File: src/rv_pkg.sv
package rv_pkg;

	localparam int XLEN   = 32;
	localparam int REG_AW = 5;

	// ******************************************************************
	// Major opcodes of the supported RV32I instructions
	// ******************************************************************
	localparam logic [6:0] OPC_OP     = 7'b0110011;
	localparam logic [6:0] OPC_OP_IMM = 7'b0010011;
	localparam logic [6:0] OPC_LUI    = 7'b0110111;
	localparam logic [6:0] OPC_AUIPC  = 7'b0010111;

	typedef enum logic [3:0] {
		ALU_ADD,
		ALU_SUB,
		ALU_SLL,
		ALU_SLT,
		ALU_SLTU,
		ALU_XOR,
		ALU_SRL,
		ALU_SRA,
		ALU_OR,
		ALU_AND
	} alu_op_e;

	typedef enum logic {
		RES_ALU,
		RES_IMM // LUI writes the immediate directly
	} res_sel_e;

	// Decode to execute
	typedef struct packed {
		logic [REG_AW-1:0] rs1_addr;
		logic [REG_AW-1:0] rs2_addr;
		logic [XLEN-1:0]   rs1_val;
		logic [XLEN-1:0]   rs2_val;
		logic [XLEN-1:0]   imm;
		logic [XLEN-1:0]   pc;
		alu_op_e           alu_op;
		logic              a_sel_pc;
		logic              b_sel_imm;
		res_sel_e          res_sel;
		logic [REG_AW-1:0] rd;
		logic              reg_we;
	} dec_ex_t;

	// Execute to result
	typedef struct packed {
		logic [XLEN-1:0]   alu_res;
		logic [XLEN-1:0]   imm;
		res_sel_e          res_sel;
		logic [REG_AW-1:0] rd;
		logic              reg_we;
	} ex_res_t;

endpackage
File: src/rv_core_top.sv
`timescale 1ns/10ps

module rv_core_top (
	input  logic                      clk_i,
	input  logic                      rst_ni,
	input  logic                      wb_cyc_i,
	input  logic                      wb_stb_i,
	input  logic                      wb_we_i,
	input  logic [rv_pkg::XLEN-1:0]   wb_dat_i,
	output logic                      wb_ack_o,
	output logic [rv_pkg::XLEN-1:0]   wb_dat_o,
	output logic                      wb_valid_o,
	output logic [rv_pkg::REG_AW-1:0] wb_rd_o,
	output logic [rv_pkg::XLEN-1:0]   wb_data_o
);
	import rv_pkg::*;

	logic              dec_valid;
	dec_ex_t           dec;
	logic              ex_in_valid;
	dec_ex_t           ex_in;
	logic              ex_valid;
	ex_res_t           ex_res;
	logic              res_in_valid;
	ex_res_t           res_in;
	logic              rf_we;
	logic [REG_AW-1:0] rf_addr;
	logic [XLEN-1:0]   rf_data;

	rv_decode rv_decode_i (
		.clk_i       (clk_i),
		.rst_ni      (rst_ni),
		.wb_cyc_i    (wb_cyc_i),
		.wb_stb_i    (wb_stb_i),
		.wb_we_i     (wb_we_i),
		.wb_dat_i    (wb_dat_i),
		.wb_ack_o    (wb_ack_o),
		.wb_dat_o    (wb_dat_o),
		.rf_we_i     (rf_we),
		.rf_addr_i   (rf_addr),
		.rf_data_i   (rf_data),
		.dec_valid_o (dec_valid),
		.dec_o       (dec)
	);

	rv_stage_reg #(.payload_t(dec_ex_t)) dec_ex_reg_i (
		.clk_i   (clk_i),
		.rst_ni  (rst_ni),
		.valid_i (dec_valid),
		.data_i  (dec),
		.valid_o (ex_in_valid),
		.data_o  (ex_in)
	);

	// Result stage write data is forwarded to the instruction right behind it
	rv_execute rv_execute_i (
		.valid_i     (ex_in_valid),
		.dec_i       (ex_in),
		.fwd_valid_i (res_in_valid),
		.fwd_we_i    (res_in.reg_we),
		.fwd_rd_i    (res_in.rd),
		.fwd_data_i  (rf_data),
		.valid_o     (ex_valid),
		.res_o       (ex_res)
	);

	rv_stage_reg #(.payload_t(ex_res_t)) ex_res_reg_i (
		.clk_i   (clk_i),
		.rst_ni  (rst_ni),
		.valid_i (ex_valid),
		.data_i  (ex_res),
		.valid_o (res_in_valid),
		.data_o  (res_in)
	);

	rv_result rv_result_i (
		.valid_i    (res_in_valid),
		.res_i      (res_in),
		.rf_we_o    (rf_we),
		.rf_addr_o  (rf_addr),
		.rf_data_o  (rf_data),
		.wb_valid_o (wb_valid_o),
		.wb_rd_o    (wb_rd_o),
		.wb_data_o  (wb_data_o)
	);

endmodule

File: src/rv_result.sv
`timescale 1ns/10ps

module rv_result (
	input  logic                      valid_i,
	input  rv_pkg::ex_res_t           res_i,
	output logic                      rf_we_o,
	output logic [rv_pkg::REG_AW-1:0] rf_addr_o,
	output logic [rv_pkg::XLEN-1:0]   rf_data_o,
	output logic                      wb_valid_o,
	output logic [rv_pkg::REG_AW-1:0] wb_rd_o,
	output logic [rv_pkg::XLEN-1:0]   wb_data_o
);
	import rv_pkg::*;

	assign rf_data_o = (res_i.res_sel == RES_IMM) ? res_i.imm : res_i.alu_res;
	assign rf_addr_o = res_i.rd;
	assign rf_we_o   = valid_i && res_i.reg_we && res_i.rd != '0; // x0 stays zero

	// Bubbles never report, dropped instructions report without a write
	assign wb_valid_o = valid_i;
	assign wb_rd_o    = res_i.rd;
	assign wb_data_o  = rf_data_o;

	always_comb begin
		if (rf_we_o) begin
			no_x0_write: assert final (rf_addr_o != '0)
				else $error("register file write to x0");
		end
	end

endmodule

File: src/rv_execute.sv
`timescale 1ns/10ps

module rv_execute (
	input  logic                      valid_i,
	input  rv_pkg::dec_ex_t           dec_i,
	input  logic                      fwd_valid_i,
	input  logic                      fwd_we_i,
	input  logic [rv_pkg::REG_AW-1:0] fwd_rd_i,
	input  logic [rv_pkg::XLEN-1:0]   fwd_data_i,
	output logic                      valid_o,
	output rv_pkg::ex_res_t           res_o
);
	import rv_pkg::*;

	logic            fwd_live;
	logic            fwd_rs1;
	logic            fwd_rs2;
	logic [XLEN-1:0] rs1_val;
	logic [XLEN-1:0] rs2_val;
	logic [XLEN-1:0] op_a;
	logic [XLEN-1:0] op_b;
	logic [XLEN-1:0] alu_res;

	// ******************************************************************
	// Forwarding from the instruction now in the result stage
	// ******************************************************************
	// The instruction two ahead is already covered by the register file bypass
	assign fwd_live = fwd_valid_i && fwd_we_i && fwd_rd_i != '0;
	assign fwd_rs1  = fwd_live && fwd_rd_i == dec_i.rs1_addr;
	assign fwd_rs2  = fwd_live && fwd_rd_i == dec_i.rs2_addr;

	assign rs1_val = fwd_rs1 ? fwd_data_i : dec_i.rs1_val;
	assign rs2_val = fwd_rs2 ? fwd_data_i : dec_i.rs2_val;

	// ******************************************************************
	// Operand selection and ALU
	// ******************************************************************
	assign op_a = dec_i.a_sel_pc  ? dec_i.pc  : rs1_val; // AUIPC adds to pc
	assign op_b = dec_i.b_sel_imm ? dec_i.imm : rs2_val;

	rv_alu rv_alu_i (
		.a_i      (op_a),
		.b_i      (op_b),
		.op_i     (dec_i.alu_op),
		.result_o (alu_res)
	);

	always_comb begin
		res_o         = '0;
		res_o.alu_res = alu_res;
		res_o.imm     = dec_i.imm;
		res_o.res_sel = dec_i.res_sel;
		res_o.rd      = dec_i.rd;
		res_o.reg_we  = dec_i.reg_we;
	end

	assign valid_o = valid_i;

	// A pc-relative operand is only useful when the ALU result is written back
	always_comb begin
		if (valid_i && dec_i.a_sel_pc) begin
			pc_op_uses_alu: assert final (dec_i.res_sel == RES_ALU)
				else $error("pc operand selected while the immediate is the result");
		end
	end

endmodule

File: src/rv_decode.sv
`timescale 1ns/10ps

module rv_decode (
	input  logic                      clk_i,
	input  logic                      rst_ni,
	input  logic                      wb_cyc_i,
	input  logic                      wb_stb_i,
	input  logic                      wb_we_i,
	input  logic [rv_pkg::XLEN-1:0]   wb_dat_i,
	output logic                      wb_ack_o,
	output logic [rv_pkg::XLEN-1:0]   wb_dat_o,
	input  logic                      rf_we_i,
	input  logic [rv_pkg::REG_AW-1:0] rf_addr_i,
	input  logic [rv_pkg::XLEN-1:0]   rf_data_i,
	output logic                      dec_valid_o,
	output rv_pkg::dec_ex_t           dec_o
);
	import rv_pkg::*;

	logic              wr_accept;
	logic [XLEN-1:0]   pc_q;
	logic              issue_q;
	logic [XLEN-1:0]   ir_q;
	logic [XLEN-1:0]   ir_pc_q;

	logic [6:0]        opcode;
	logic [2:0]        funct3;
	logic              alt_op;
	logic [REG_AW-1:0] rs1_addr;
	logic [REG_AW-1:0] rs2_addr;
	logic [XLEN-1:0]   rs1_val;
	logic [XLEN-1:0]   rs2_val;
	logic [XLEN-1:0]   imm_i;
	logic [XLEN-1:0]   imm_u;
	alu_op_e           alu_op;

	// ******************************************************************
	// Wishbone slave and program counter
	// ******************************************************************
	assign wb_ack_o  = wb_cyc_i & wb_stb_i; // Zero wait states
	assign wb_dat_o  = pc_q;
	assign wr_accept = wb_ack_o & wb_we_i;

	always_ff @(posedge clk_i, negedge rst_ni) begin
		if (!rst_ni) begin
			pc_q    <= '0;
			issue_q <= 1'b0;
		end else begin
			issue_q <= wr_accept;
			if (wr_accept) pc_q <= pc_q + XLEN'(4);
		end
	end

	always_ff @(posedge clk_i) begin
		if (wr_accept) begin
			ir_q    <= wb_dat_i;
			ir_pc_q <= pc_q;
		end
	end

	// ******************************************************************
	// Instruction decode
	// ******************************************************************
	assign opcode   = ir_q[6:0];
	assign funct3   = ir_q[14:12];
	assign alt_op   = ir_q[30]; // funct7 bit that selects SUB and SRA
	assign rs1_addr = ir_q[19:15];
	assign rs2_addr = ir_q[24:20];
	assign imm_i    = {{20{ir_q[31]}}, ir_q[31:20]};
	assign imm_u    = {ir_q[31:12], 12'b0};

	always_comb begin
		case (funct3)
			3'b000:  alu_op = (opcode == OPC_OP && alt_op) ? ALU_SUB : ALU_ADD;
			3'b001:  alu_op = ALU_SLL;
			3'b010:  alu_op = ALU_SLT;
			3'b011:  alu_op = ALU_SLTU;
			3'b100:  alu_op = ALU_XOR;
			3'b101:  alu_op = alt_op ? ALU_SRA : ALU_SRL;
			3'b110:  alu_op = ALU_OR;
			default: alu_op = ALU_AND;
		endcase
	end

	rv_regfile rv_regfile_i (
		.clk_i      (clk_i),
		.rst_ni     (rst_ni),
		.rs1_addr_i (rs1_addr),
		.rs2_addr_i (rs2_addr),
		.rs1_data_o (rs1_val),
		.rs2_data_o (rs2_val),
		.we_i       (rf_we_i),
		.wr_addr_i  (rf_addr_i),
		.wr_data_i  (rf_data_i)
	);

	always_comb begin
		dec_o           = '0;
		dec_o.rs1_addr  = rs1_addr;
		dec_o.rs2_addr  = rs2_addr;
		dec_o.rs1_val   = rs1_val;
		dec_o.rs2_val   = rs2_val;
		dec_o.imm       = imm_i;
		dec_o.pc        = ir_pc_q;
		dec_o.alu_op    = ALU_ADD;
		dec_o.res_sel   = RES_ALU;
		dec_o.rd        = ir_q[11:7];
		case (opcode)
			OPC_OP: begin
				dec_o.alu_op = alu_op;
				dec_o.reg_we = 1'b1;
			end
			OPC_OP_IMM: begin
				dec_o.alu_op    = alu_op; // Shift amount sits in the low immediate bits
				dec_o.b_sel_imm = 1'b1;
				dec_o.reg_we    = 1'b1;
			end
			OPC_LUI: begin
				dec_o.imm     = imm_u;
				dec_o.res_sel = RES_IMM;
				dec_o.reg_we  = 1'b1;
			end
			OPC_AUIPC: begin
				dec_o.imm       = imm_u;
				dec_o.a_sel_pc  = 1'b1;
				dec_o.b_sel_imm = 1'b1;
				dec_o.reg_we    = 1'b1;
			end
			default: dec_o.reg_we = 1'b0; // Retires without a register write
		endcase
	end

	assign dec_valid_o = issue_q;

	ack_needs_strobe: assert property (@(posedge clk_i) disable iff (!rst_ni)
		wb_ack_o |-> wb_stb_i && wb_cyc_i);

endmodule

File: src/rv_alu.sv
`timescale 1ns/10ps

module rv_alu (
	input  logic [rv_pkg::XLEN-1:0] a_i,
	input  logic [rv_pkg::XLEN-1:0] b_i,
	input  rv_pkg::alu_op_e         op_i,
	output logic [rv_pkg::XLEN-1:0] result_o
);
	import rv_pkg::*;

	logic [4:0] shamt;
	logic       lt_signed;
	logic       lt_unsigned;

	assign shamt       = b_i[4:0];
	assign lt_signed   = $signed(a_i) < $signed(b_i);
	assign lt_unsigned = a_i < b_i;

	always_comb begin
		case (op_i)
			ALU_ADD:  result_o = a_i + b_i;
			ALU_SUB:  result_o = a_i - b_i;
			ALU_SLL:  result_o = a_i << shamt;
			ALU_SLT:  result_o = {{(XLEN-1){1'b0}}, lt_signed};
			ALU_SLTU: result_o = {{(XLEN-1){1'b0}}, lt_unsigned};
			ALU_XOR:  result_o = a_i ^ b_i;
			ALU_SRL:  result_o = a_i >> shamt;
			ALU_SRA:  result_o = $unsigned($signed(a_i) >>> shamt);
			ALU_OR:   result_o = a_i | b_i;
			ALU_AND:  result_o = a_i & b_i;
			default:  result_o = '0;
		endcase
	end

endmodule

File: src/rv_stage_reg.sv
`timescale 1ns/10ps

module rv_stage_reg #(
	parameter type payload_t = logic
) (
	input  logic     clk_i,
	input  logic     rst_ni,
	input  logic     valid_i,
	input  payload_t data_i,
	output logic     valid_o,
	output payload_t data_o
);

	logic     valid_q;
	payload_t data_q;

	always_ff @(posedge clk_i, negedge rst_ni) begin
		if (!rst_ni) begin
			valid_q <= 1'b0;
		end else begin
			valid_q <= valid_i; // A cycle without input becomes a bubble
		end
	end

	always_ff @(posedge clk_i) begin
		if (valid_i) data_q <= data_i;
	end

	assign valid_o = valid_q;
	assign data_o  = data_q;

endmodule

File: src/rv_regfile.sv
`timescale 1ns/10ps

module rv_regfile (
	input  logic                      clk_i,
	input  logic                      rst_ni,
	input  logic [rv_pkg::REG_AW-1:0] rs1_addr_i,
	input  logic [rv_pkg::REG_AW-1:0] rs2_addr_i,
	output logic [rv_pkg::XLEN-1:0]   rs1_data_o,
	output logic [rv_pkg::XLEN-1:0]   rs2_data_o,
	input  logic                      we_i,
	input  logic [rv_pkg::REG_AW-1:0] wr_addr_i,
	input  logic [rv_pkg::XLEN-1:0]   wr_data_i
);
	import rv_pkg::*;

	logic [XLEN-1:0] regs_q [1:31]; // x0 has no storage

	always_ff @(posedge clk_i, negedge rst_ni) begin
		if (!rst_ni) begin
			for (int i = 1; i < 32; i++) begin
				regs_q[i] <= '0;
			end
		end else if (we_i && wr_addr_i != '0) begin
			regs_q[wr_addr_i] <= wr_data_i;
		end
	end

	// A read of the register being written sees the new value in the same cycle
	assign rs1_data_o = (rs1_addr_i == '0) ? '0 :
		(we_i && wr_addr_i == rs1_addr_i) ? wr_data_i : regs_q[rs1_addr_i];
	assign rs2_data_o = (rs2_addr_i == '0) ? '0 :
		(we_i && wr_addr_i == rs2_addr_i) ? wr_data_i : regs_q[rs2_addr_i];

endmodule

File: config.mk
export PLATFORM = sky130hd
export DESIGN_NAME = rv_core_top
export DESIGN_NICKNAME = d
export VERILOG_FILES = /design/src/rv_pkg.sv /design/src/rv_core_top.sv /design/src/rv_result.sv /design/src/rv_execute.sv /design/src/rv_decode.sv /design/src/rv_alu.sv /design/src/rv_stage_reg.sv /design/src/rv_regfile.sv
export SDC_FILE = /design/constraint.sdc
export NUM_CORES = 2
export LEC_CHECK = 0
export BUFFER_PORTS_ARGS = -buffer_cell sky130_fd_sc_hd__buf_2
export CORE_ASPECT_RATIO = 1.25
export CORE_MARGIN = 10
export CORE_UTILIZATION = 50
export CTS_BUF_LIST = sky130_fd_sc_hd__clkbuf_8 sky130_fd_sc_hd__clkbuf_16
export DETAILED_ROUTE_END_ITERATION = 12
export PLACE_DENSITY = 0.66
export SETUP_SLACK_MARGIN = 0.1
export SYNTH_ARGS = -nofsm -noshare
export SYNTH_HDL_FRONTEND = slang
export SYNTH_SLANG_ARGS = --single-unit
File: constraint.sdc
create_clock -name clk_i -period 8.91 [get_ports clk_i]
set_input_delay 1.782 -clock clk_i [delete_from_list [all_inputs] [get_ports clk_i]]
set_output_delay 1.782 -clock clk_i [all_outputs]
set_load 0.02 [all_outputs]
Word level (Yosys, flattened, before mapping)
Index checks and enable logic that the tools add are counted.
Operators by class
  add/subtract/negate cells: 3
  order comparisons: 6
  equality and inequality tests: 23
  shift operators: 3
  mux-type cells: 25
  bitwise operators: 8
  reductions and logical operators: 18
Operators by type and width (number)
  992-bit bitwise mux: 1
  32-bit 2-to-1 mux: 12
  32-bit binary-select mux with 5-bit select: 2
  32-bit case mux with 10 select lines: 1
  32-bit demux with 5-bit select: 1
  32-bit < comparator: 2
  32-bit by 3-bit adder with 32-bit output, second input constant: 1
  32-bit adder: 1
  32-bit bitwise AND: 1
  32-bit OR: 1
  32-bit by 5-bit << shifter with 32-bit output: 1
  32-bit by 5-bit right shift with 32-bit output: 1
  32-bit by 5-bit >>> shifter with 32-bit output: 1
  32-bit subtractor: 1
  32-bit XOR: 1
  31-bit 2-to-1 mux: 1
  4-bit case mux with 7 select lines: 1
  5-bit equality test: 4
  6-bit greater-or-equal comparator, second input constant: 3
  5-bit NOT with 6-bit output: 3
  4-bit by 3-bit equality test with 1-bit output, second input constant: 4
  7-bit by 5-bit equality test with 1-bit output, second input constant: 2
  7-bit by 6-bit equality test with 1-bit output, second input constant: 2
  5-bit zero test: 2
  15 further kinds: 36
Storage, ports and cells
  register bits after elaboration: 1313
  logic and storage cells: 141

Longest topological paths before layout
  word-level depth: 7
  gate-level depth with buffers: 22
  mapped depth without buffers: 18

Hierarchy
Synthesis repeated with hierarchy kept, for this count alone.
Second synthesis, totals
  cells, all modules: 5814
  area, all modules: 75751.4 µm²
Modules (own cells, without submodules)
  rv_regfile: instances 1, cells each 3632, area an instance 53654.0 µm², sequential area each 24823.8 µm²
  rv_alu: instances 1, cells each 1231, area an instance 8196.6 µm², sequential area each 0.0 µm²
  rv_stage_reg at dec_ex_reg_i: instances 1, cells each 152, area an instance 4559.4 µm², sequential area each 4559.4 µm²
  rv_decode: instances 1, cells each 274, area an instance 3863.7 µm², sequential area each 2637.5 µm²
  rv_execute: instances 1, cells each 372, area an instance 2580.0 µm², sequential area each 0.0 µm²
  rv_stage_reg at ex_res_reg_i: instances 1, cells each 72, area an instance 2157.1 µm², sequential area each 2157.1 µm²
  rv_result: instances 1, cells each 81, area an instance 740.7 µm², sequential area each 0.0 µm²

Worst setup path before layout
Ideal clock, no wire load.
  kind: register to register
  start point: reg ex_res_reg_i.data_q, in the netlist ex_res_reg_i.data_o[4]
  end point: reg ex_res_reg_i.data_q, in the netlist ex_res_reg_i.data_o[69], data pin
  setup time: 254 ps
  data arrival time: 5068 ps
  data required time: 8656 ps
  path slack: 3589 ps
  cell stages (with the launch flop): 22
  path buffers: 4
  period minus slack after synthesis: 5321 ps
  cell sequence: edfxtp_1 > buf_6 > or3_4 > o311a_1 > nand2_2 > clkbuf_1 > buf_1 > nor2_1 > a21oi_1 > o21ai_0 > ha_1 > clkbuf_1 > or4b_1 > nor3_1 > a21o_1 > a2111oi_0 > or2_2 > o211a_1 > o31ai_1 > a21boi_0 > a211o_1 > a21o_1
On the way
  cells in the longest elaborated chain, start to end: 7
RTL lines
  start: declaration: RTL line rv_stage_reg.sv:15  | payload_t data_q;
  start signal: assignment: RTL line rv_stage_reg.sv:26  | if (valid_i) data_q <= data_i;
  5-bit nonzero test: RTL line rv_execute.sv:28  | assign fwd_live = fwd_valid_i && fwd_we_i && fwd_rd_i != '0;
  1-bit logical AND: RTL line rv_execute.sv:28
  1-bit logical AND, on equally long branches: RTL line rv_execute.sv:29, rv_execute.sv:30
  32-bit 2-to-1 mux, on equally long branches: RTL line rv_execute.sv:32, rv_execute.sv:33
  32-bit 2-to-1 mux, on equally long branches: RTL line rv_execute.sv:38, rv_execute.sv:39
  32-bit subtractor (tied with other cells): RTL line rv_alu.sv:22  | ALU_SUB: result_o = a_i - b_i;
  32-bit case mux with 10 select lines *: RTL line rv_alu.sv:20  | case (op_i)
Mark *: on every way between the ends. The rest lies on a longest branch, timed or not.
A chain may end at the register's enable or synchronous reset.

Worst setup path in the final report
  start point: reg ex_res_reg_i.data_q, in the netlist ex_res_reg_i.data_o[2]
  end point: reg ex_res_reg_i.data_q, in the netlist ex_res_reg_i.data_o[70], data pin
Same word-level chain as after synthesis.

==> flow_summary.json <==
{
  "max-cap-violations": 0,
  "slew_violations": 0,
  "diodes": 0,
  "gp_congestion": 1.019,
  "htree_levels": 4,
  "cp-start-kind": "flip-flop",
  "die_area_um2": 159900,
  "io_pins": 108,
  "cts_made_buffers": 134,
  "hold_buffers": 0,
  "tns_ps": 0,
  "clk_pin_slew_worst_paths_ps": 60,
  "yosysTopAreaCellShare": 0.3556,
  "synthCells": 6592,
  "fmax_mhz": 137.9,
  "timing.final.crit_share": 0.8138,
  "yosys_warnings": 0,
  "min_path_type": "flip-flop to flip-flop",
  "drive_gt1_frac": 0.1837,
  "tightestPinTransition_ps": 1148,
  "wl_um": 244500,
  "end_kind": "flip-flop",
  "p_leak_uw": 0.03331,
  "critPathCapture": "ex_res_reg_i.data_o[70]",
  "cts_tree": "done",
  "hold_violations": 0,
  "post_cts_buffers": 0,
  "place_inst": 8099,
  "layout.nets": 6488,
  "finalCriticalPeriod_ps": 7251,
  "reg2reg_slack_ps": 1660,
  "dp_slack_ps": 1878,
  "gr-total-overflow": 0,
  "startpoint": "ex_res_reg_i.data_o[2]",
  "worstSkewPairLatency_ps": 820,
  "rsz0062_at_grt": "false",
  "dp_hpwl_um": 150000,
  "grt_pass1_vias": 54430,
  "grt_max_degree": 169,
  "fin_skew_ps": 39.42,
  "num_rows": 155,
  "avgSynthCellArea_um2": 10.94,
  "grt_use_total": 0.3012,
  "ys.flop_type": "dfrtp_1",
  "grt_pass1_wl_um": 362400,
  "via_count": 54870,
  "p_per_area_nw_per_um2": 178.3,
  "timing.rr.start": "ex_res_reg_i.data_o[2]",
  "synth_top_cell_by_area": "dfrtp_1",
  "worst_r2r_endpoint": "ex_res_reg_i.data_o[70]",
  "start_util": 0.5039,
  "numClockSinks": 1307,
  "crit_arrival_ps": 7810,
  "antenna_found_initial": 5,
  "wl_per_cell_um": 29.31,
  "core-area_um2": 143100,
  "r2r_cells": 16,
  "fillers": 12060,
  "synthesis.area_um2": 72120,
  "final_antenna_net_count": 0,
  "synth_edf_count": 282,
  "synthDistinctLibCells": 97,
  "cts-root-buf": "clkbuf_16",
  "synth.area.top_cells": "dfrtp_1, mux4_2, edfxtp_1",
  "post-route-util": 0.5521,
  "stdcell_count": 8344,
  "syn_to_final_growth_pct": 9.562,
  "fin_total_pwr_uw": 14090,
  "setup-violations-final": 0,
  "drtIter0Drc": 6016,
  "vias_per_cell": 6.575,
  "die_w_um": 359.7,
  "slew_headroom": 0.2346,
  "cts_resized": 0,
  "ir_worst_vdd_uv": 182.6,
  "firstDrtPassIters": 6,
  "ys_ff_latch": 1307,
  "port_buffers": 105,
  "ys_seq_area_frac": 0.4730,
  "die-height_um": 444.6,
  "fin_ws_ps": 1659,
  "drc_errors": 0,
  "status": "complete, no violations",
  "crit_type": "flip-flop to flip-flop",
  "cts_buffer_depth": 3,
  "worstPathRequired_ps": 9470,
  "worstPathMaxFanout": 33,
  "postSynth.asyncResetShare": 0.7842
}
[cell usage after synthesis (12+ instances only)]
cell	number
dfrtp_1	1025
a21oi_1	753
nor2_1	723
nand2_1	672
o21ai_0	660
mux4_2	576
clkbuf_1	504
edfxtp_1	282
mux2i_1	224
inv_1	152
ha_1	98
o211ai_1	95
buf_1	76
nand2b_1	73
nor3_1	47
nand4_1	43
nand3_1	39
a21o_1	35
xnor2_1	33
xor2_1	29
a221oi_1	27
buf_2	27
nor2b_1	25
and3_1	21
o311ai_2	21
mux2_2	19
buf_4	18
o22ai_1	18
a221o_1	16
a31oi_1	16
o221ai_1	16
o21bai_1	13
a211oi_1	12
[metrics by stage]
step,instance area [um^2],hold slack [ps]
5_1_grt,79020,421.2
3_5_place_dp,74470,404.5
4_1_cts,79020,414.0
3_3_place_gp,74470,401.3
6_report,79020,414.7
2_1_floorplan,72130,400.3
[layer usage]
| metal | track usage | vias to the layer above | part of all wire |
|---|---|---|---|
| li1 | - | 23660 | - |
| met5 | 0 | - | 0.00011 |
| met3 | 0.04810 | 692 | 0.078 |
| met2 | 0.4822 | 2718 | 0.47 |
| met4 | 0.1825 | 4 | 0.068 |
| met1 | 0.3866 | 27790 | 0.38 |
[sequential cells by signal, summed over array words and instances, names as in the netlist]
signal,flops
rv_decode_i.rv_regfile_i.regs_q,992
dec_ex_reg_i.data_o,149
ex_res_reg_i.data_o,71
rv_decode_i.ir_q,32
rv_decode_i.ir_pc_q,30
rv_decode_i.wb_dat_o,30
dec_ex_reg_i.valid_o,1
ex_res_reg_i.valid_o,1
rv_decode_i.dec_valid_o,1
[worst max-delay path: stages (launching register included)]
cell and delay (ps):
edfxtp_1 770, xor2_1 220, nor3_4 210, buf_4 400
and3_2 920, o311ai_2 340, ha_1 550, and2_0 350
a2111oi_0 830, nor3_1 220, o31ai_1 750, a31oi_1 310
a31oi_1 400, o21ai_0 120, nor2b_1 150, xor2_1 140
a211o_1 300
[layout by cell type, fill, tap and decap left out, types with 13 or more instances in the layout]
master     instances
clkinv_2          15
mux2i_1          192
a21o_1            35
nor2b_1           22
buf_2            104
a221o_1           16
mux2_2            19
buf_4            133
xnor2_1           33
o221ai_1          16
o22ai_1           18
ha_1              98
mux2i_4           32
nand2b_1          73
nand4_1           43
buf_12            16
a31oi_1           16
edfxtp_1         282
and3_1            19
a221oi_1          27
inv_1            182
clkbuf_16        138
nor2_4            13
dfrtp_1         1023
xor2_1            29
o21bai_1          13
o211ai_1          95
clkbuf_8          21
a21oi_1          753
nand3_1           39
o21ai_0          660
mux4_2           576
nor3_1            46
nor2_1           708
o311ai_2          20
nand2_1          661
[how the worst min path moves through the flow]
stage	from	depth (start not counted)	end	slack [ps]
finish	rv_decode_i.ir_pc_q[26]	0	dec_ex_reg_i.data_o[39]	410
CTS	rv_decode_i.ir_pc_q[26]	0	dec_ex_reg_i.data_o[39]	410
floorplan	rv_decode_i.ir_pc_q[2]	0	dec_ex_reg_i.data_o[15]	400
global route	rv_decode_i.ir_pc_q[21]	0	dec_ex_reg_i.data_o[34]	420
global placement	rv_decode_i.ir_pc_q[26]	0	dec_ex_reg_i.data_o[39]	400
detailed placement	rv_decode_i.ir_pc_q[3]	0	dec_ex_reg_i.data_o[16]	400
[final cells by class]
type / instances / area, um^2 / share of cell area
multi-input combinational: 4498 / 35550 / 0.4498
sequential: 1307 / 34130 / 0.4319
clock buffer: 159 / 3742 / 0.04736
tap: 1884 / 2357 / 0.02983
timing repair buffer: 254 / 1854 / 0.02347
clock inverter: 86 / 805.8 / 0.01020
inverter: 156 / 588.1 / 0.007442
[power by group]
| part | total, uW | internal (uW) | switching, uW |
|---|---|---|---|
| registers | 6560 | 6360 | 198 |
| logic | 1680 | 669 | 1010 |
| clock network | 5850 | 3310 | 2540 |
| total | 14100 | 10300 | 3740 |
[cell families (layout without fill, tap and decap cells)]
logic type	after synthesis	count (layout)	share of synthesized area
and+or+nand+nor	1711	1711	0.09987
AOI/OAI and AO/OA	1797	1797	0.1434
adders and majority gates	100	100	0.01756
xor gates and xnor gates	62	62	0.007529
other	1	2	0.00005199
muxes	826	826	0.2154
buffers and inverters	788	655	0.04318
DFF	1307	1307	0.4730
Note: power is estimated with default switching activity, not from simulation.
